$ cat config.mk
export PLATFORM = sky130hd
export DESIGN_NAME = mul_simd_top
export DESIGN_NICKNAME = d
export VERILOG_FILES = /design/src/rtl/mul_simd_pkg.sv /design/src/rtl/booth_recoder.sv /design/src/rtl/mul_simd_top.sv /design/src/rtl/pp_array.sv /design/src/rtl/pp_reduce.sv /design/src/rtl/pp_row.sv
export SDC_FILE = /design/constraint.sdc
export NUM_CORES = 2
export LEC_CHECK = 0
export ABC_AREA = 1
export CAP_MARGIN = 30
export CORE_ASPECT_RATIO = 1.5
export CORE_MARGIN = 2
export CORE_UTILIZATION = 40
export DETAILED_ROUTE_END_ITERATION = 8
export DONT_BUFFER_PORTS = 1
export PLACE_DENSITY_LB_ADDON = 0.1
export SLEW_MARGIN = 40
export SYNTH_ARGS = -nofsm -noshare
export SYNTH_HDL_FRONTEND = slang
export SYNTH_SLANG_ARGS = --single-unit
$ cat constraint.sdc
create_clock -name clk -period 9.3 [get_ports clk]
set_clock_uncertainty 0.05 [all_clocks]
set_input_delay 0.93 -clock clk [delete_from_list [all_inputs] [get_ports clk]]
set_output_delay 0.93 -clock clk [all_outputs]
set_load 0.01 [all_outputs]
$ cat src/rtl/mul_simd_pkg.sv
package mul_simd_pkg;

   // ~~~~~~~~~~~~~~~~~~~~
   // widths
   // ~~~~~~~~~~~~~~~~~~~~
   localparam int OPND_W     = 32;
   localparam int RES_W      = 64;
   localparam int NUM_DIGITS = 16;  // radix-4 digits across one operand
   localparam int ROW_W      = 64;  // a row already sits at its lane and shift

   typedef enum logic [1:0] {
      op_dual16_u = 2'b00,
      op_dual16_s = 2'b01,
      op_quad8_u  = 2'b10,
      op_quad8_s  = 2'b11
   } op_e;

   // booth digit values, multiples of the multiplicand
   typedef enum logic [2:0] {
      dig_zero = 3'd0,
      dig_p1   = 3'd1,
      dig_p2   = 3'd2,
      dig_m1   = 3'd3,
      dig_m2   = 3'd4
   } booth_digit_e;

   // ~~~~~~~~~~~~~~~~~~~~
   // lane mode helpers
   // ~~~~~~~~~~~~~~~~~~~~
   function automatic int unsigned lane_width(input op_e op);
      return (op inside {op_quad8_u, op_quad8_s}) ? 8 : 16;
   endfunction

   function automatic logic op_signed(input op_e op);
      return op inside {op_dual16_s, op_quad8_s};
   endfunction

endpackage

$ cat src/rtl/booth_recoder.sv
`timescale 1ns/1ps

module booth_recoder
   import mul_simd_pkg::*;
(
   input  op_e               op,
   input  logic [OPND_W-1:0] mplier,
   output booth_digit_e      digits [NUM_DIGITS],
   output logic [3:0]        corr
);

   logic [OPND_W:0] ext;  // multiplier with a zero below bit 0

   function automatic booth_digit_e decode(input logic [2:0] trip);
      case (trip)
         3'b001, 3'b010: return dig_p1;
         3'b011:         return dig_p2;
         3'b100:         return dig_m2;
         3'b101, 3'b110: return dig_m1;
         default:        return dig_zero;  // 000 and 111
      endcase
   endfunction

   assign ext = {mplier, 1'b0};

   // ~~~~~~~~~~~~~~~~~~~~
   // digit per bit pair
   // ~~~~~~~~~~~~~~~~~~~~
   for (genvar i = 0; i < NUM_DIGITS; i++) begin : g_digit
      logic low;

      // lowest digit of a lane must not look into the lane below
      assign low = ((i % 8 == 0) || ((i % 4 == 0) && (lane_width(op) == 8))) ?
                   1'b0 : ext[2*i];
      assign digits[i] = decode({mplier[2*i+1], mplier[2*i], low});
   end

   // unsigned lanes: booth treats the top bit as sign, so add the
   // multiplicand back in at the lane width when that bit is set
   always_comb begin
      corr = '0;
      if (!op_signed(op)) begin
         if (lane_width(op) == 8) begin
            corr = {mplier[31], mplier[23], mplier[15], mplier[7]};
         end else begin
            corr = {mplier[31], 1'b0, mplier[15], 1'b0};  // top byte of each half
         end
      end
   end

endmodule

$ cat src/rtl/mul_simd_top.sv
`timescale 1ns/1ps

module mul_simd_top
   import mul_simd_pkg::*;
(
   input  logic               clk,
   input  logic               rst_n,
   input  logic               in_valid,
   input  op_e                op,
   input  logic [OPND_W-1:0]  a,
   input  logic [OPND_W-1:0]  b,
   output logic               out_valid,
   output logic [RES_W-1:0]   result
);

   // stage 1 to stage 2
   logic             rows_valid;
   op_e              rows_op;
   logic [ROW_W-1:0] rows [NUM_DIGITS];
   logic [ROW_W-1:0] corr_rows [4];

   pp_array u_array (
      .clk        (clk),
      .rst_n      (rst_n),
      .in_valid   (in_valid),
      .op         (op),
      .a          (a),
      .b          (b),
      .rows_valid (rows_valid),
      .rows_op    (rows_op),
      .rows       (rows),
      .corr_rows  (corr_rows)
   );

   pp_reduce u_reduce (
      .clk        (clk),
      .rst_n      (rst_n),
      .rows_valid (rows_valid),
      .rows_op    (rows_op),
      .rows       (rows),
      .corr_rows  (corr_rows),
      .out_valid  (out_valid),
      .result     (result)
   );

endmodule

$ cat src/rtl/pp_array.sv
`timescale 1ns/1ps

module pp_array
   import mul_simd_pkg::*;
(
   input  logic               clk,
   input  logic               rst_n,
   input  logic               in_valid,
   input  op_e                op,
   input  logic [OPND_W-1:0]  a,
   input  logic [OPND_W-1:0]  b,
   output logic               rows_valid,
   output op_e                rows_op,
   output logic [ROW_W-1:0]   rows [NUM_DIGITS],
   output logic [ROW_W-1:0]   corr_rows [4]
);

   booth_digit_e     digits [NUM_DIGITS];
   logic [3:0]       corr;
   logic [ROW_W-1:0] row_d [NUM_DIGITS];
   logic [ROW_W-1:0] corr_d [4];

   // a is the multiplier, b the multiplicand
   booth_recoder u_recoder (
      .op     (op),
      .mplier (a),
      .digits (digits),
      .corr   (corr)
   );

   for (genvar i = 0; i < NUM_DIGITS; i++) begin : g_row
      pp_row u_row (
         .op    (op),
         .digit (digits[i]),
         .mcand (b),
         .pos   (4'(i)),
         .row   (row_d[i])
      );
   end

   // ~~~~~~~~~~~~~~~~~~~~
   // correction rows
   // ~~~~~~~~~~~~~~~~~~~~
   always_comb begin
      for (int k = 0; k < 4; k++) begin
         corr_d[k] = '0;
      end
      if (lane_width(op) == 8) begin
         for (int k = 0; k < 4; k++) begin
            if (corr[k]) corr_d[k][16*k +: 16] = {b[8*k +: 8], 8'h00};
         end
      end else begin
         for (int l = 0; l < 2; l++) begin
            if (corr[2*l+1]) corr_d[2*l+1][32*l +: 32] = {b[16*l +: 16], 16'h0000};
         end
      end
   end

   always_ff @(posedge clk or negedge rst_n) begin
      if (!rst_n) begin
         rows_valid <= 1'b0;
      end else begin
         rows_valid <= in_valid;
      end
   end

   always_ff @(posedge clk) begin
      if (in_valid) begin  // hold otherwise
         rows_op   <= op;
         rows      <= row_d;
         corr_rows <= corr_d;
      end
   end

   a_op_known : assert property (@(posedge clk) disable iff (!rst_n)
      in_valid |-> !$isunknown(op));

endmodule

$ cat src/rtl/pp_reduce.sv
`timescale 1ns/1ps

module pp_reduce
   import mul_simd_pkg::*;
(
   input  logic              clk,
   input  logic              rst_n,
   input  logic              rows_valid,
   input  op_e               rows_op,
   input  logic [ROW_W-1:0]  rows [NUM_DIGITS],
   input  logic [ROW_W-1:0]  corr_rows [4],
   output logic              out_valid,
   output logic [RES_W-1:0]  result
);

   logic [20:0]      acc;    // 20 rows of 16 bits plus carry in
   logic [4:0]       carry;
   logic [RES_W-1:0] sum_d;

   // ~~~~~~~~~~~~~~~~~~~~
   // segmented sum
   // ~~~~~~~~~~~~~~~~~~~~
   always_comb begin
      carry = '0;
      acc   = '0;
      for (int s = 0; s < 4; s++) begin
         acc = 21'(carry);
         for (int r = 0; r < NUM_DIGITS; r++) begin
            acc = acc + 21'(rows[r][16*s +: 16]);
         end
         for (int r = 0; r < 4; r++) begin
            acc = acc + 21'(corr_rows[r][16*s +: 16]);
         end
         sum_d[16*s +: 16] = acc[15:0];
         // only the middle of a 16x16 lane passes a carry up
         carry = ((lane_width(rows_op) == 16) && (s % 2 == 0)) ? acc[20:16] : 5'd0;
      end
   end

   always_ff @(posedge clk or negedge rst_n) begin
      if (!rst_n) begin
         out_valid <= 1'b0;
      end else begin
         out_valid <= rows_valid;
      end
   end

   always_ff @(posedge clk) begin
      if (rows_valid) result <= sum_d;
   end

   // a valid result never carries unknown bits from the rows
   a_result_known : assert property (@(posedge clk) disable iff (!rst_n)
      out_valid |-> !$isunknown(result));

endmodule

$ cat src/rtl/pp_row.sv
`timescale 1ns/1ps

module pp_row
   import mul_simd_pkg::*;
(
   input  op_e               op,
   input  booth_digit_e      digit,
   input  logic [OPND_W-1:0] mcand,
   input  logic [3:0]        pos,
   output logic [ROW_W-1:0]  row
);

   logic        wide;
   logic [15:0] m16;
   logic [7:0]  m8;
   logic        sgn;
   logic [31:0] m_ext;    // lane multiplicand at twice the lane width
   logic [31:0] m_mul;
   logic [3:0]  shamt;
   logic [31:0] m_shift;

   assign wide = (lane_width(op) == 16);

   // lane select, 8 digits per half or 4 per byte
   assign m16   = mcand[16*pos[3] +: 16];
   assign m8    = mcand[8*pos[3:2] +: 8];
   assign sgn   = op_signed(op) & (wide ? m16[15] : m8[7]);
   assign m_ext = wide ? {{16{sgn}}, m16} : {{24{sgn}}, m8};

   always_comb begin
      case (digit)
         dig_p1:  m_mul = m_ext;
         dig_p2:  m_mul = m_ext << 1;
         dig_m1:  m_mul = ~m_ext + 32'd1;
         dig_m2:  m_mul = ~(m_ext << 1) + 32'd1;
         default: m_mul = '0;
      endcase
   end

   assign shamt   = wide ? {pos[2:0], 1'b0} : {1'b0, pos[1:0], 1'b0};
   assign m_shift = m_mul << shamt;

   // ~~~~~~~~~~~~~~~~~~~~
   // place within result
   // ~~~~~~~~~~~~~~~~~~~~
   always_comb begin
      row = '0;
      if (wide) begin
         row[32*pos[3] +: 32] = m_shift;
      end else begin
         row[16*pos[3:2] +: 16] = m_shift[15:0];  // truncated to the byte lane product
      end
   end

endmodule

Word level (Yosys, flattened, before mapping)
Index checks and enable logic that the tools add are counted.
Storage, ports and cells
  register bits after elaboration: 1188
  input bits: 69
  output and inout port bits: 65
  logic and storage cells: 399
Cells by class
  add/sub/neg operators: 76
  eq/ne operators: 162
  shift-type cells: 8
  mux-type cells: 64
  bitwise operators: 12
  reduce and logical (&&, ||, !) cells: 33
Operators with widths (count)
  case mux 32 bit (4 select lines): 10
  adder 21 x 16 -> 21 bit: 32
  adder 16 bit: 32
  adder 32 x 1 -> 32 bit (second input constant): 8
  2-to-1 mux 64 bit: 4
  NOT 32 bit: 8
  << shifter 32 x 4 -> 32 bit: 8
  case mux 30 bit (4 select lines): 2
  case mux 28 bit (4 select lines): 2
  case mux 26 bit (4 select lines): 2
  2-to-1 mux 32 bit: 6
  equality test 3 x 2 -> 1 bit (second input constant): 60
  equality test 3 bit (second input constant): 58
  case mux 3 bit (4 select lines): 14
  2-to-1 mux 16 bit: 8
  equality test 3 x 1 -> 1 bit (second input constant): 30
  equality test 32 x 5 -> 1 bit (second input constant): 2
  OR reduction 2 bit: 28
  adder 16 x 16 -> 17 bit: 2
  adder 5 x 16 -> 16 bit: 2
  2-to-1 mux 4 bit: 5
  2-to-1 mux 5 bit: 4
  case mux 3 bit (3 select lines): 2
  equality test 2 bit (second input constant): 8
  other kinds (7): 18

Logic depth before layout (Yosys ltp)
  depth after elaboration: 35
  gate-level depth with buffers: 36

By module
A second synthesis with hierarchy kept.
Second synthesis, totals
  cells, all modules: 14688
  area total of the unflattened synthesis: 115463.2 um2
By module, submodules not included
  pp_row: times used 16, cells each 616, area an instance 2919.0 um2
  pp_array: times used 1, cells each 1372, area an instance 34194.0 um2
  pp_reduce: times used 1, cells each 3319, area an instance 33895.0 um2
  booth_recoder: times used 1, cells each 141, area an instance 669.4 um2

Least setup slack after synthesis
No wires, ideal clock.
  kind: register to register
  from: register u_array.rows[898] in the netlist's numbering
  to: register u_reduce.result[27] (data pin)
  data arrival time: 6.389 ns
  path slack: 2.602 ns
  stages on the path, launching flop included: 31
  buffers on the path: 0
  period minus slack after synthesis: 6.698 ns
  cell sequence: edfxtp_1 > ha_1 > fa_1 > nand3_1 > nand3_1 > a21oi_1 > o21ai_0 > xnor2_1 > inv_1 > fa_1 > inv_1 > fa_1 > fa_1 > fa_1 > inv_1 > ha_1 > nand2_1 > nor2_1 > nand2_1 > nand3_1 > nand3_1 > a21oi_1 > nor2_1 > fa_1 > inv_1 > fa_1 > o31ai_1 > nand2_1 > nand2_1 > a21oi_1 > xnor2_1
Between the ends
  cells in the longest elaborated chain, start to end: 35
Ends and longest elaborated chain
  from (decl): RTL line pp_array.sv:14  | output logic [ROW_W-1:0] rows [NUM_DIGITS],
  from (signal assigned): RTL line pp_array.sv:70  | rows <= row_d;
  adder 16 x 16 -> 17 bit: RTL line pp_reduce.sv:29  | acc = acc + 21'(rows[r][16*s +: 16]);
  adder 21 x 16 -> 21 bit (14 in series): RTL line pp_reduce.sv:29
  adder 21 x 16 -> 21 bit (2 in series): RTL line pp_reduce.sv:32  | acc = acc + 21'(corr_rows[r][16*s +: 16]);
  2-to-1 mux 5 bit: RTL line pp_reduce.sv:36  | carry = ((lane_width(rows_op) == 16) && (s % 2 == 0)) ? acc[20:16] : 5'd0;
  adder 5 x 16 -> 16 bit: RTL line pp_reduce.sv:29
  adder 16 bit (15 in series): RTL line pp_reduce.sv:29
  adder 16 bit: RTL line pp_reduce.sv:32
  net u_reduce.sum_d[27]: RTL line pp_reduce.sv:18  | logic [RES_W-1:0] sum_d;
  to (signal assigned): RTL line pp_reduce.sv:49  | if (rows_valid) result <= sum_d;
  to (decl): RTL line pp_reduce.sv:13  | output logic [RES_W-1:0] result
The timed path passes the listed nets, and every way through them passes these cells.
A chain may end at the register's enable or synchronous reset.

Worst setup path after layout
  from: register u_array.rows[962] in the netlist's numbering
  to: register u_reduce.result[27] (data pin)
The elaborated chain is that of the path after synthesis.

==> results.md <==
- Run status: complete, no violations
- NumNets Final: 4861
- Yosys reg bits: 579
- Routed met3 length: 9.137 mm
- Htree depth: 3
- Worst-path clk slew: 0.06 ns
- Yosys warns: 0
- Element type at the critical path start: flop
- First-pass GRT wire length: 204.2 mm
- Drc violations: 0
- Slew HR: 0.3994
- Nature of the critical path endpoint: flop
- Peak Freq: 131.8 MHz
- CP max-delay cell: o31ai_1
- # IOs: 134
- Sequential area share after synthesis: 0.4237
- VDD IR-drop max: 362.0 uV
- Area growth syn-to-layout: 10.08%
- Vias in the first global route: 31930
- DP HPWL: 105.4 mm
- Tcrit/Tclk final: 0.8156
- HP Class: primary input to flop
- Actual slew at the worst max-slew pin: 0.9010 ns
- Share of cells above drive strength 1: 0.04303
- Max clock buf depth: 3
- Flop pwr share: 0.210
- Met2 Wirelength: 69.83 mm
- Final Hold Viols: 0
- Routed wire per std cell: 24.48 um
- FILL cells: 9714
- Setup Viol. Count Final: 0
- Slew Limit Fails: 0
- Clock Latency Late Sink: 0.66 ns
- DIE WIDTH: 265.5 um
- Max incr delay on CP: 0.57 ns
- Combinational power share: 0.651
- Pleak: 19.86 nW
- Sum Neg Setup Slack: 0 ns
- Crit Path Class: flop to flop
- Final min period: 7.585 ns
- Unique masters post-synth: 48
- Placer Congestion: 0.9722
- Antenna violations before repair: 2
- Max cap viols: 0
- CTS sink cnt: 579
- CP most frequent cell: fa_1
- Routed vias: 31140
- Root Buffer: clkbuf_16
- Fin util: 0.4450
- Post-synth EDFFs: 577
- Synthesized area per cell: 9.696 um^2
- First-pass DRT Iterations: 6
- Largest net degree at the start of global routing: 515
- Die ar.: 0.1052 mm^2
- Global Route Usage Sum: 0.2645
- Core Box Area: 0.1014 mm^2
- Routed met1 length: 52.05 mm
- Commonest non-fill, non-tap cell in the layout: nand2_1
- Int Power: 10.38 mW
- CTS Buf Count: 67
- Tot Pwr: 20.22 mW
- Pwr dens: 448.0 mW/mm^2
- Gate Count Post-Synth: 4230
- Post-synth design cell area: 0.04101 mm^2
- CP arrival: 7.91 ns
- Avg Vias per Cell: 5.509
- DRT iter0 DRCs: 3046
- Clock power frac: 0.138
- Remaining antenna violation count: 0
- Sw Ratio: 0.4869
- Initial Utilization: 0.4043
- Req. time, crit path: 9.63 ns
- Top sig layer: met4
- CP Max Fanout: 4
- Routed wire length: 138.4 mm
- Leading cell types in the layout, fill and taps excluded: nand2_1, inv_1, edfxtp_1
- RSZ-0062 raised after global routing: false
- Net Sw Power: 9.847 mW
- Die Ht: 396.2 um
- Post-CTS setup buffers: 0
- Port buffer count: 0
- Residual overflow from global routing: 0
- CTS tree: done
- Synth Flop Type: edfxtp_1
- Synth async-reset ratio: 0.003454
- Core Rows: 143
==> final timing paths <==
kind	from	end	slack, ns	cells after the start
setup reg to reg	u_array.rows[962]	u_reduce.result[27]	1.72	30
hold reg to reg	u_array.rows[480]	u_reduce.result[32]	0.50	1
max in group asynchronous	rst_n	u_array.rows_valid	8.60	1
setup / recovery	u_array.rows[962]	u_reduce.result[27]	1.72	30
min in group asynchronous	rst_n	u_array.rows_valid	0.47	1
hold / removal	op[1]	u_array.rows_op[1]	0.32	0
==> worst max-delay path, delay by kind of cell (launching register included) <==
kind | cells | cell delay (ns)
and+or+nand+nor | 10 | 1.24
adders and majority gates | 9 | 3.97
xor gates and xnor gates | 2 | 0.29
AOI/OAI and AO/OA | 5 | 1.14
buffers and inverters | 4 | 0.22
DFF | 1 | 0.38
==> power groups by stage <==
stage	clock (mW)	combinational (mW)	sequential [mW]
floorplan	0	9.07	4.24
global placement	0	13.1	4.32
detailed placement	0	13.1	4.32
CTS	2.88	13.2	4.27
global route	2.96	14.8	4.30
finish	2.80	13.2	4.25
==> metrics by stage <==
step / setup WS, ns / instance area [um^2] / cells / hold slack (ns)
after global placement: 1.824 / 42690 / 5524 / 0.4894
after CTS: 1.704 / 45030 / 5647 / 0.2843
after floorplan: 2.602 / 41250 / 4293 / 0.4628
after global routing: 1.258 / 45140 / 5651 / 0.2765
final: 1.715 / 45150 / 5652 / 0.3174
after detailed placement: 1.738 / 42710 / 5524 / 0.4897
==> cells in the mapped netlist (all sizes together) (51+ instances only) <==
cell type | n | area (um^2)
nand2 | 872 | 3293
inv | 646 | 2425
edfxtp | 577 | 17330
nand3 | 483 | 2462
fa | 352 | 7047
nor2 | 308 | 1191
a22oi | 149 | 1119
ha | 147 | 1839
a21oi | 127 | 635.6
o21ai | 119 | 618.1
clkbuf | 71 | 266.5
xor2 | 66 | 578.1
o22ai | 51 | 319.1
==> what timing repair did <==
item,in CTS,in global routing
endpoints found under the hold margin,2,0
hold buffers,1,0
resized for setup,0,0
==> sequential cells by signal, summed over array words and instances, names as in the netlist <==
name                cells
u_array.rows_op         1
u_array.rows          464
u_array.rows_valid      1
u_array.corr_rows      48
u_reduce.out_valid      1
u_reduce.result        64
==> area by class of cell <==
class | instances | area [um^2] | share of cell area
flip-flops and latches | 579 | 17380 | 0.3850
diodes | 1 | 2.502 | 0.00005543
clock inverters | 46 | 591.8 | 0.01311
inverters | 663 | 2491 | 0.05518
clock buffers | 76 | 1710 | 0.03788
repair buffers | 41 | 390.4 | 0.008647
multi-input cells | 2941 | 20950 | 0.4640
well taps | 1305 | 1633 | 0.03617
==> cells by family (layout without fill, tap and decap cells) <==
kind of cell,Yosys count,after routing,share of synthesized area
AOI/OAI and AO/OA,582,582,0.09237
xor gates and xnor gates,90,90,0.01922
adders and majority gates,499,499,0.2167
buffers and inverters,773,826,0.07230
DFF,579,579,0.4237
other,1,65,0.00009143
and+or+nand+nor,1706,1706,0.1757
==> metal layers <==
metal	GRT usage	vias to the layer above
li1	-	14340
met1	0.3115	15210
met2	0.4661	1247
met3	0.04515	332
met4	0.1269	0
met5	0	-
(Power assumes the default switching activity.)
